File: src/rtl/rom_pkg.sv
// shared widths, region map and handshake types for the ROM fetch caches and arbiter
package rom_pkg;

    // clients, listed in arbitration priority order (lowest value wins)
    typedef enum logic [1:0] {
        client_snd  = 2'd0,
        client_obj  = 2'd1,
        client_char = 2'd2,
        client_main = 2'd3
    } client_e;

    localparam int NUM_CLIENTS = 4;

    // SDRAM side, 32-bit words
    localparam int SDRAM_AW = 22;
    localparam int SDRAM_DW = 32;

    // client address widths
    localparam int MAIN_AW = 18;  // bytes
    localparam int SND_AW  = 15;  // bytes
    localparam int CHAR_AW = 14;  // halfwords
    localparam int OBJ_AW  = 17;  // halfwords

    // region placement in SDRAM word space
    // main  64k words   0x00000 - 0x0ffff
    // snd    8k words   0x10000 - 0x11fff
    // char   8k words   0x12000 - 0x13fff
    // obj   64k words   0x14000 - 0x23fff
    localparam logic [SDRAM_AW-1:0] MAIN_OFFSET = 22'h00_0000;
    localparam logic [SDRAM_AW-1:0] SND_OFFSET  = 22'h01_0000;
    localparam logic [SDRAM_AW-1:0] CHAR_OFFSET = 22'h01_2000;
    localparam logic [SDRAM_AW-1:0] OBJ_OFFSET  = 22'h01_4000;

    // stripes on the tile layer until the game ROM is in place
    localparam logic [15:0] CHAR_BLANK = 16'hAAAA;

    localparam int READY_DELAY = 5;  // clocks from idle to ready

    // cache miss request, word_addr is relative to the client region
    typedef struct packed {
        logic                req;
        logic [SDRAM_AW-1:0] word_addr;
    } client_req_t;

    // read return from the SDRAM controller, broadcast to all caches
    typedef struct packed {
        logic                rdy;
        logic [SDRAM_DW-1:0] data;
    } sdram_rsp_t;

    // one-hot, bit n set while client n owns the outstanding read
    typedef logic [NUM_CLIENTS-1:0] client_sel_t;

endpackage

File: src/rtl/rom_word_cache.sv
// single-word ROM cache that rom_fetch_top instantiates once per game client

`timescale 1ns/1ps

module rom_word_cache #(
    parameter int DW = 8,   // 8 for byte clients, 16 for halfword clients
    parameter int AW = 18
) (
    input  logic                 clk,
    input  logic                 reset,
    input  logic                 cs,
    input  logic [AW-1:0]        addr,
    input  logic                 load,    // this cache owns the current read
    input  rom_pkg::sdram_rsp_t  rsp,
    output rom_pkg::client_req_t creq,
    output logic [DW-1:0]        dout,
    output logic                 ok
);

    // slice select bits inside a 32-bit word
    localparam int SW = (DW == 8) ? 2 : 1;
    // word index width
    localparam int WW = AW - SW;

    logic [WW-1:0]                word_idx;
    logic [SW-1:0]                slice;
    logic                         hit;
    logic                         fill;

    logic                         valid;
    logic                         pend;      // miss issued, waiting for data
    logic [WW-1:0]                pend_idx;  // word index frozen at the miss
    logic [WW-1:0]                req_idx;

    logic [rom_pkg::SDRAM_DW-1:0] cached_word;
    logic [WW-1:0]                cached_idx;

    assign word_idx = addr[AW-1:SW];
    assign slice    = addr[SW-1:0];

    assign hit  = valid && (cached_idx == word_idx);
    assign fill = load && rsp.rdy;

    // once a miss is out the index must not follow addr any more
    assign req_idx = pend ? pend_idx : word_idx;

    assign creq.req       = pend || (cs && !hit);
    assign creq.word_addr = {{(rom_pkg::SDRAM_AW - WW){1'b0}}, req_idx};

    // control state
    always_ff @(posedge clk) begin
        if (reset) begin
            valid <= 1'b0;
            pend  <= 1'b0;
        end else if (fill) begin
            valid <= 1'b1;
            pend  <= 1'b0;
        end else if (creq.req) begin
            pend <= 1'b1;  // held until the word lands
        end
    end

    // captured index of the miss being served
    always_ff @(posedge clk) begin
        if (creq.req && !pend) begin
            pend_idx <= word_idx;
        end
    end

    // cached word and its index
    always_ff @(posedge clk) begin
        if (fill) begin
            cached_word <= rsp.data;
            cached_idx  <= req_idx;
        end
    end

    // slice 0 sits in the low bits of the word
    assign dout = cached_word[int'(slice) * DW +: DW];

    assign ok = hit;  // same cycle on a hit, one clock after data_rdy on a miss

endmodule

File: src/rtl/rom_fetch_arbiter.sv
// fixed-priority SDRAM read arbiter and idle control used inside rom_fetch_top

`timescale 1ns/1ps

module rom_fetch_arbiter (
    input  logic                          clk,
    input  logic                          reset,
    input  logic                          downloading,
    input  rom_pkg::client_req_t          reqs [rom_pkg::NUM_CLIENTS],
    input  logic                          sdram_ack,
    input  rom_pkg::sdram_rsp_t           rsp,
    output rom_pkg::client_sel_t          sel,
    output logic                          sdram_req,
    output logic [rom_pkg::SDRAM_AW-1:0]  sdram_addr,
    output logic                          ready,
    output logic                          refresh_en,
    output logic                          download_done
);

    logic                         clear;      // reset or ROM download in progress
    logic                         free;       // a new read may be granted
    rom_pkg::client_sel_t         req_vec;
    rom_pkg::client_sel_t         grant;
    logic                         any_grant;
    logic [rom_pkg::SDRAM_AW-1:0] grant_addr;

    logic [rom_pkg::READY_DELAY-2:0] ready_cnt;
    logic                            dl_last;

    // region base for each client
    function automatic logic [rom_pkg::SDRAM_AW-1:0] region_offset(
        input rom_pkg::client_e c
    );
        case (c)
            rom_pkg::client_snd:  return rom_pkg::SND_OFFSET;
            rom_pkg::client_obj:  return rom_pkg::OBJ_OFFSET;
            rom_pkg::client_char: return rom_pkg::CHAR_OFFSET;
            default:              return rom_pkg::MAIN_OFFSET;
        endcase
    endfunction

    assign clear = reset || downloading;

    // nothing outstanding, or the outstanding word arrives this cycle
    assign free = (sel == '0) || rsp.rdy;

    always_comb begin
        for (int i = 0; i < rom_pkg::NUM_CLIENTS; i++) begin
            req_vec[i] = reqs[i].req;
        end
    end

    // walk from the bottom up so the lowest index ends up as the winner
    always_comb begin
        grant      = '0;
        grant_addr = '0;
        for (int i = rom_pkg::NUM_CLIENTS - 1; i >= 0; i--) begin
            if (reqs[i].req && !sel[i]) begin  // skip the client being served
                grant      = '0;
                grant[i]   = 1'b1;
                grant_addr = region_offset(rom_pkg::client_e'(i)) + reqs[i].word_addr;
            end
        end
    end

    assign any_grant = |grant;

    // request and ownership
    always_ff @(posedge clk) begin
        if (clear) begin
            sdram_req <= 1'b0;
            sel       <= '0;
        end else begin
            if (sdram_ack) begin
                sdram_req <= 1'b0;
            end
            if (free) begin
                sel <= grant;  // zero when nobody is waiting
                if (any_grant) begin
                    sdram_req <= 1'b1;
                end
            end
        end
    end

    // address only moves with a new grant, so it is stable until ack
    always_ff @(posedge clk) begin
        if (!clear && free && any_grant) begin
            sdram_addr <= grant_addr;
        end
    end

    // shift in ones after idle starts with ready as the last stage
    always_ff @(posedge clk) begin
        if (clear) begin
            ready_cnt <= '0;
            ready     <= 1'b0;
        end else begin
            {ready, ready_cnt} <= {ready_cnt, 1'b1};
        end
    end

    // download completes on the falling edge of downloading
    always_ff @(posedge clk) begin
        if (reset) begin
            dl_last       <= 1'b0;
            download_done <= 1'b0;
        end else begin
            dl_last <= downloading;
            if (dl_last && !downloading) begin
                download_done <= 1'b1;  // sticky until reset
            end
        end
    end

    // let the controller refresh only while the bus is truly idle
    always_ff @(posedge clk) begin
        if (reset) begin
            refresh_en <= 1'b0;
        end else begin
            refresh_en <= (sel == '0) && (req_vec == '0);
        end
    end

endmodule

File: src/rtl/rom_fetch_top.sv
// ROM fetch top level; four client caches share one SDRAM read port through the arbiter

`timescale 1ns/1ps

module rom_fetch_top (
    input  logic                          clk,
    input  logic                          reset,
    input  logic                          downloading,

    input  logic                          main_cs,
    input  logic [rom_pkg::MAIN_AW-1:0]   main_addr,
    input  logic                          snd_cs,
    input  logic [rom_pkg::SND_AW-1:0]    snd_addr,
    input  logic                          char_cs,
    input  logic [rom_pkg::CHAR_AW-1:0]   char_addr,
    input  logic                          obj_cs,
    input  logic [rom_pkg::OBJ_AW-1:0]    obj_addr,

    output logic [7:0]                    main_dout,
    output logic [7:0]                    snd_dout,
    output logic [15:0]                   char_dout,
    output logic [15:0]                   obj_dout,
    output logic                          main_ok,
    output logic                          snd_ok,
    output logic                          char_ok,
    output logic                          obj_ok,

    output logic                          ready,
    output logic                          refresh_en,

    output logic                          sdram_req,
    output logic [rom_pkg::SDRAM_AW-1:0]  sdram_addr,
    input  logic                          sdram_ack,
    input  logic                          data_rdy,
    input  logic [rom_pkg::SDRAM_DW-1:0]  data_read
);

    rom_pkg::client_req_t reqs [rom_pkg::NUM_CLIENTS];
    rom_pkg::client_sel_t sel;
    rom_pkg::sdram_rsp_t  rsp;
    logic                 cache_reset;
    logic                 download_done;
    logic [15:0]          char_pre;

    assign rsp.rdy  = data_rdy;
    assign rsp.data = data_read;

    // caches drop their contents while a new ROM is loaded
    assign cache_reset = reset || downloading;

    rom_word_cache #(.DW(8), .AW(rom_pkg::MAIN_AW)) u_main (
        .clk   (clk),
        .reset (cache_reset),
        .cs    (main_cs),
        .addr  (main_addr),
        .load  (sel[rom_pkg::client_main]),
        .rsp   (rsp),
        .creq  (reqs[rom_pkg::client_main]),
        .dout  (main_dout),
        .ok    (main_ok)
    );

    rom_word_cache #(.DW(8), .AW(rom_pkg::SND_AW)) u_snd (
        .clk   (clk),
        .reset (cache_reset),
        .cs    (snd_cs),
        .addr  (snd_addr),
        .load  (sel[rom_pkg::client_snd]),
        .rsp   (rsp),
        .creq  (reqs[rom_pkg::client_snd]),
        .dout  (snd_dout),
        .ok    (snd_ok)
    );

    rom_word_cache #(.DW(16), .AW(rom_pkg::CHAR_AW)) u_char (
        .clk   (clk),
        .reset (cache_reset),
        .cs    (char_cs),
        .addr  (char_addr),
        .load  (sel[rom_pkg::client_char]),
        .rsp   (rsp),
        .creq  (reqs[rom_pkg::client_char]),
        .dout  (char_pre),
        .ok    (char_ok)
    );

    rom_word_cache #(.DW(16), .AW(rom_pkg::OBJ_AW)) u_obj (
        .clk   (clk),
        .reset (cache_reset),
        .cs    (obj_cs),
        .addr  (obj_addr),
        .load  (sel[rom_pkg::client_obj]),
        .rsp   (rsp),
        .creq  (reqs[rom_pkg::client_obj]),
        .dout  (obj_dout),
        .ok    (obj_ok)
    );

    rom_fetch_arbiter u_arb (
        .clk           (clk),
        .reset         (reset),
        .downloading   (downloading),
        .reqs          (reqs),
        .sdram_ack     (sdram_ack),
        .rsp           (rsp),
        .sel           (sel),
        .sdram_req     (sdram_req),
        .sdram_addr    (sdram_addr),
        .ready         (ready),
        .refresh_en    (refresh_en),
        .download_done (download_done)
    );

    // blank pattern until a ROM has been loaded
    // note char_dout trails the char cache, and char_ok, by one clock
    always_ff @(posedge clk) begin
        char_dout <= download_done ? char_pre : rom_pkg::CHAR_BLANK;
    end

endmodule

File: config.mk
export PLATFORM = sky130hd
export DESIGN_NAME = rom_fetch_top
export DESIGN_NICKNAME = d
export VERILOG_FILES = /design/src/rtl/rom_pkg.sv /design/src/rtl/rom_word_cache.sv /design/src/rtl/rom_fetch_arbiter.sv /design/src/rtl/rom_fetch_top.sv
export SDC_FILE = /design/constraint.sdc
export NUM_CORES = 1
export LEC_CHECK = 0
export BUFFER_PORTS_ARGS = -buffer_cell sky130_fd_sc_hd__buf_2
export CAP_MARGIN = 20
export CORE_ASPECT_RATIO = 1.2
export CORE_MARGIN = 3
export CORE_UTILIZATION = 61
export CTS_CLUSTER_SIZE = 12
export DETAILED_ROUTE_END_ITERATION = 10
export GPL_TIMING_DRIVEN = 0
export PLACE_DENSITY = 0.85
export SLEW_MARGIN = 25
export SYNTH_ARGS = -nofsm -noshare
export SYNTH_HDL_FRONTEND = slang
export SYNTH_SLANG_ARGS = --single-unit
File: constraint.sdc
create_clock -name clk -period 8.2 [get_ports clk]
set_input_delay 0.82 -clock clk [delete_from_list [all_inputs] [get_ports clk]]
set_output_delay 0.82 -clock clk [all_outputs]
set_load 0.03 [all_outputs]
==> impl_metrics.toml <==
[timing]
setup_ws_ns = 4.87
post-route-min-period_ns = 3.33
post-route-period-util = 0.406
fin_skew_ns = 0.0171
hold_viol_final = 0
final_max_slew_viol_count = 0
worst_pin_slew_ns = 0.893
setup_tns_ns = 0
setup_violations = 0
relSlewSlack = 0.405
rsz0062_at_grt = "false"
max_freq_ghz = 0.301

[yosys]
synthDistinctLibCells = 55
synth_warnings = 0
synth-edff-count = 262
synth_top_family_by_area = "multiplexers"
avgSynthCellArea_sq_um = 17.3
yosys.area.top_type = "edfxtp_1"
synthAdderAreaFrac = 0.00106
synth_cells = 683
seq_area_frac_synth = 0.729
synth_ff_type = "edfxtp_1"
synth_commonest_cells = "262 x edfxtp_1, 59 x mux2_2, 42 x xor2_1, 37 x dfxtp_1"
synth-simple-area-share = 0.0548
synth_xor_area_frac = 0.0430
ys_async_sr_fraction = 0
synth.cell_area_sq_mm = 0.0118
synthTopCellsByArea = "edfxtp_1 67%, dfxtp_1 6.3%, mux2_2 5.6%"
muxShareOfSynthArea = 0.113
synth_compound_area_frac = 0.0380
synth.top_cell.area_share = 0.666
synth.most_common_cell = "edfxtp_1"
ys_ff_latch = 299

[grt]
grt_max_degree = 52
grt_usage = 0.237
grt_pass1_vias = 6922
antenna_found_initial = 4
grt_pass1_wl_mm = 38.4
grt_remaining_overflow = 0

[worst_setup_path]
cp.arrival_ns = 2.51
slowest_delay_ns = 0.59
worstPathMaxFanout = 10
crit_path_cell_trace = "clkbuf_1 > buf_1 > mux2_2 > buf_2"
required_ns = 7.38
slowest_stage = "buf_1"
crit_type = "primary input to primary output"
cp-start-kind = "primary input"
setup.worst_path.end_class = "primary output"

[clocking]
cts_tree = "built"
cts_buffers = 29
clock_sinks = 299
clockBufferDepth = 3
insertion_delay_ns = 0.54
cts_hold_buf = 0
cts_resized = 0
htree_levels = 1
path_clk_slew_ns = 0.06
cts_root_buf = "clkbuf_16"
cts_setup_buffers = 0

[pwr]
peakVddDrop_uv = 186
leakage_uw = 0.00504
p_per_area_mw_per_mm2 = 229

[final_layout]
areaGrowthSynthToFinish_pct = 17.9
num_antenna_cells = 0
drive_gt1_frac = 0.356
fill_cells = 1145
nNetsFinal = 998

[detailed_routing]
wl_mm = 25.1
initialDrtViolationCount = 504
antenna_left = 0
viasPerCell = 5.72
num_vias = 6691
drcViolationCount = 0
wire_per_inst_microns = 21.4
dr.pass1.iters = 4

[floorplanning]
core_area_sq_mm = 0.0189
rows = 55
die_x_microns = 133
start_util = 0.624
die_y_microns = 158
ioPinCount = 182
die-area_sq_mm = 0.0211

[placed_design]
numPortBuffers = 171
dp_slack_ns = 4.67
dp_hpwl_mm = 17.5
gp_congestion = 0.904

[job]
drv_cap = 0

[run_status]
outcome = "finished clean"

[min_path]
min_path_type = "flop to flop"
-- worst max-delay path: cells and delay by family --
kind	cells	cell delay [ns]
buffers and inverters	3	1.25
muxes	1	0.42
-- layout make-up --
cell class	count	area (sq um)	share of cell area
timing repair buffer	175	910	0.0653
multi-input combinational	338	3000	0.216
inverter	20	75.1	0.00539
buffer	29	170	0.0122
clock buffer	50	815	0.0585
sequential	299	8610	0.618
tap	256	320	0.0230
clock inverter	3	18.8	0.00135
-- sequential cells by signal, summed over array words and instances, names as in the netlist, 13 cells and up --
| register | cells |
|---|---|
| u_char.cached_word | 32 |
| u_snd.cached_word | 32 |
| u_char.pend_idx | 13 |
| u_char.cached_idx | 13 |
| u_obj.cached_idx | 16 |
| u_arb.sdram_addr | 18 |
| u_main.cached_word | 32 |
| u_snd.cached_idx | 13 |
| u_snd.pend_idx | 13 |
| char_dout | 16 |
| u_obj.cached_word | 32 |
| u_main.pend_idx | 16 |
| u_obj.pend_idx | 16 |
| u_main.cached_idx | 16 |
-- kinds of logic (layout without fill, tap and decap cells) --
family | after synthesis | count (layout)
AO/OA/AOI/OAI | 51 | 51
XOR/XNOR | 58 | 58
adder cells (fa/ha/maj) | 1 | 1
buffers and inverters | 49 | 277
flip-flops | 299 | 299
multiplexers | 106 | 106
other | 1 | 4
AND/OR/NAND/NOR | 118 | 118
-- layer usage --
| layer | GRT usage | vias to the layer above | wire, microns |
|---|---|---|---|
| met4 | 0.120 | 6 | 1280 |
| met2 | 0.400 | 300 | 12400 |
| met3 | 0.0408 | 65 | 1630 |
| li1 | - | 3035 | - |
| met1 | 0.300 | 3285 | 9740 |
| met5 | 0 | - | 39 |
-- worst paths after layout --
kind	end	slack [ns]	start	depth (start not counted)
setup reg to reg	u_arb.sdram_addr[6]	5.24	u_obj.cached_idx[0]	8
hold reg to reg	u_arb.ready_cnt[1]	0.43	u_arb.ready_cnt[0]	1
hold / removal	u_arb.ready_cnt[1]	0.43	u_arb.ready_cnt[0]	1
setup / recovery	obj_dout[14]	4.87	obj_addr[0]	4
-- power by group --
| part | total, uW | switching [uW] | internal [uW] |
|---|---|---|---|
| combinational | 281 | 178 | 103 |
| sequential | 1720 | 13.3 | 1710 |
| clock | 1180 | 516 | 669 |
| total | 3190 | 707 | 2480 |
-- layout by cell type, fill, tap and decap left out, drive strengths merged, types with 3 or more instances in the layout --
| cell | instances |
|---|---|
| a211oi | 3 |
| a221oi | 13 |
| a31o | 3 |
| and2 | 9 |
| and3 | 3 |
| buf | 188 |
| clkbuf | 66 |
| clkinv | 3 |
| conb | 4 |
| dfxtp | 37 |
| edfxtp | 262 |
| inv | 20 |
| mux2 | 59 |
| mux2i | 31 |
| mux4 | 16 |
| nand2 | 17 |
| nand3 | 5 |
| nand4 | 3 |
| nor2 | 31 |
| nor2b | 10 |
| nor3 | 7 |
| nor3b | 4 |
| nor4 | 11 |
| o21a | 5 |
| o21ai | 3 |
| o22ai | 14 |
| or2 | 4 |
| xnor2 | 16 |
| xor2 | 42 |
-- metrics by stage --
step / total power [uW] / instance area [sq um] / instances / hold slack (ns) / utilization
6_report: 3190 / 13900 / 1170 / 0.435 / 0.736
3_5_place_dp: 2030 / 13100 / 1117 / 0.414 / 0.692
3_3_place_gp: 2020 / 13000 / 1113 / 0.413 / 0.687
2_1_floorplan: 1920 / 11800 / 686 / 0.406 / -
4_1_cts: 3210 / 13900 / 1170 / 0.435 / 0.736
5_1_grt: 3290 / 13900 / 1170 / 0.452 / 0.736
(Power assumes the default switching activity.)
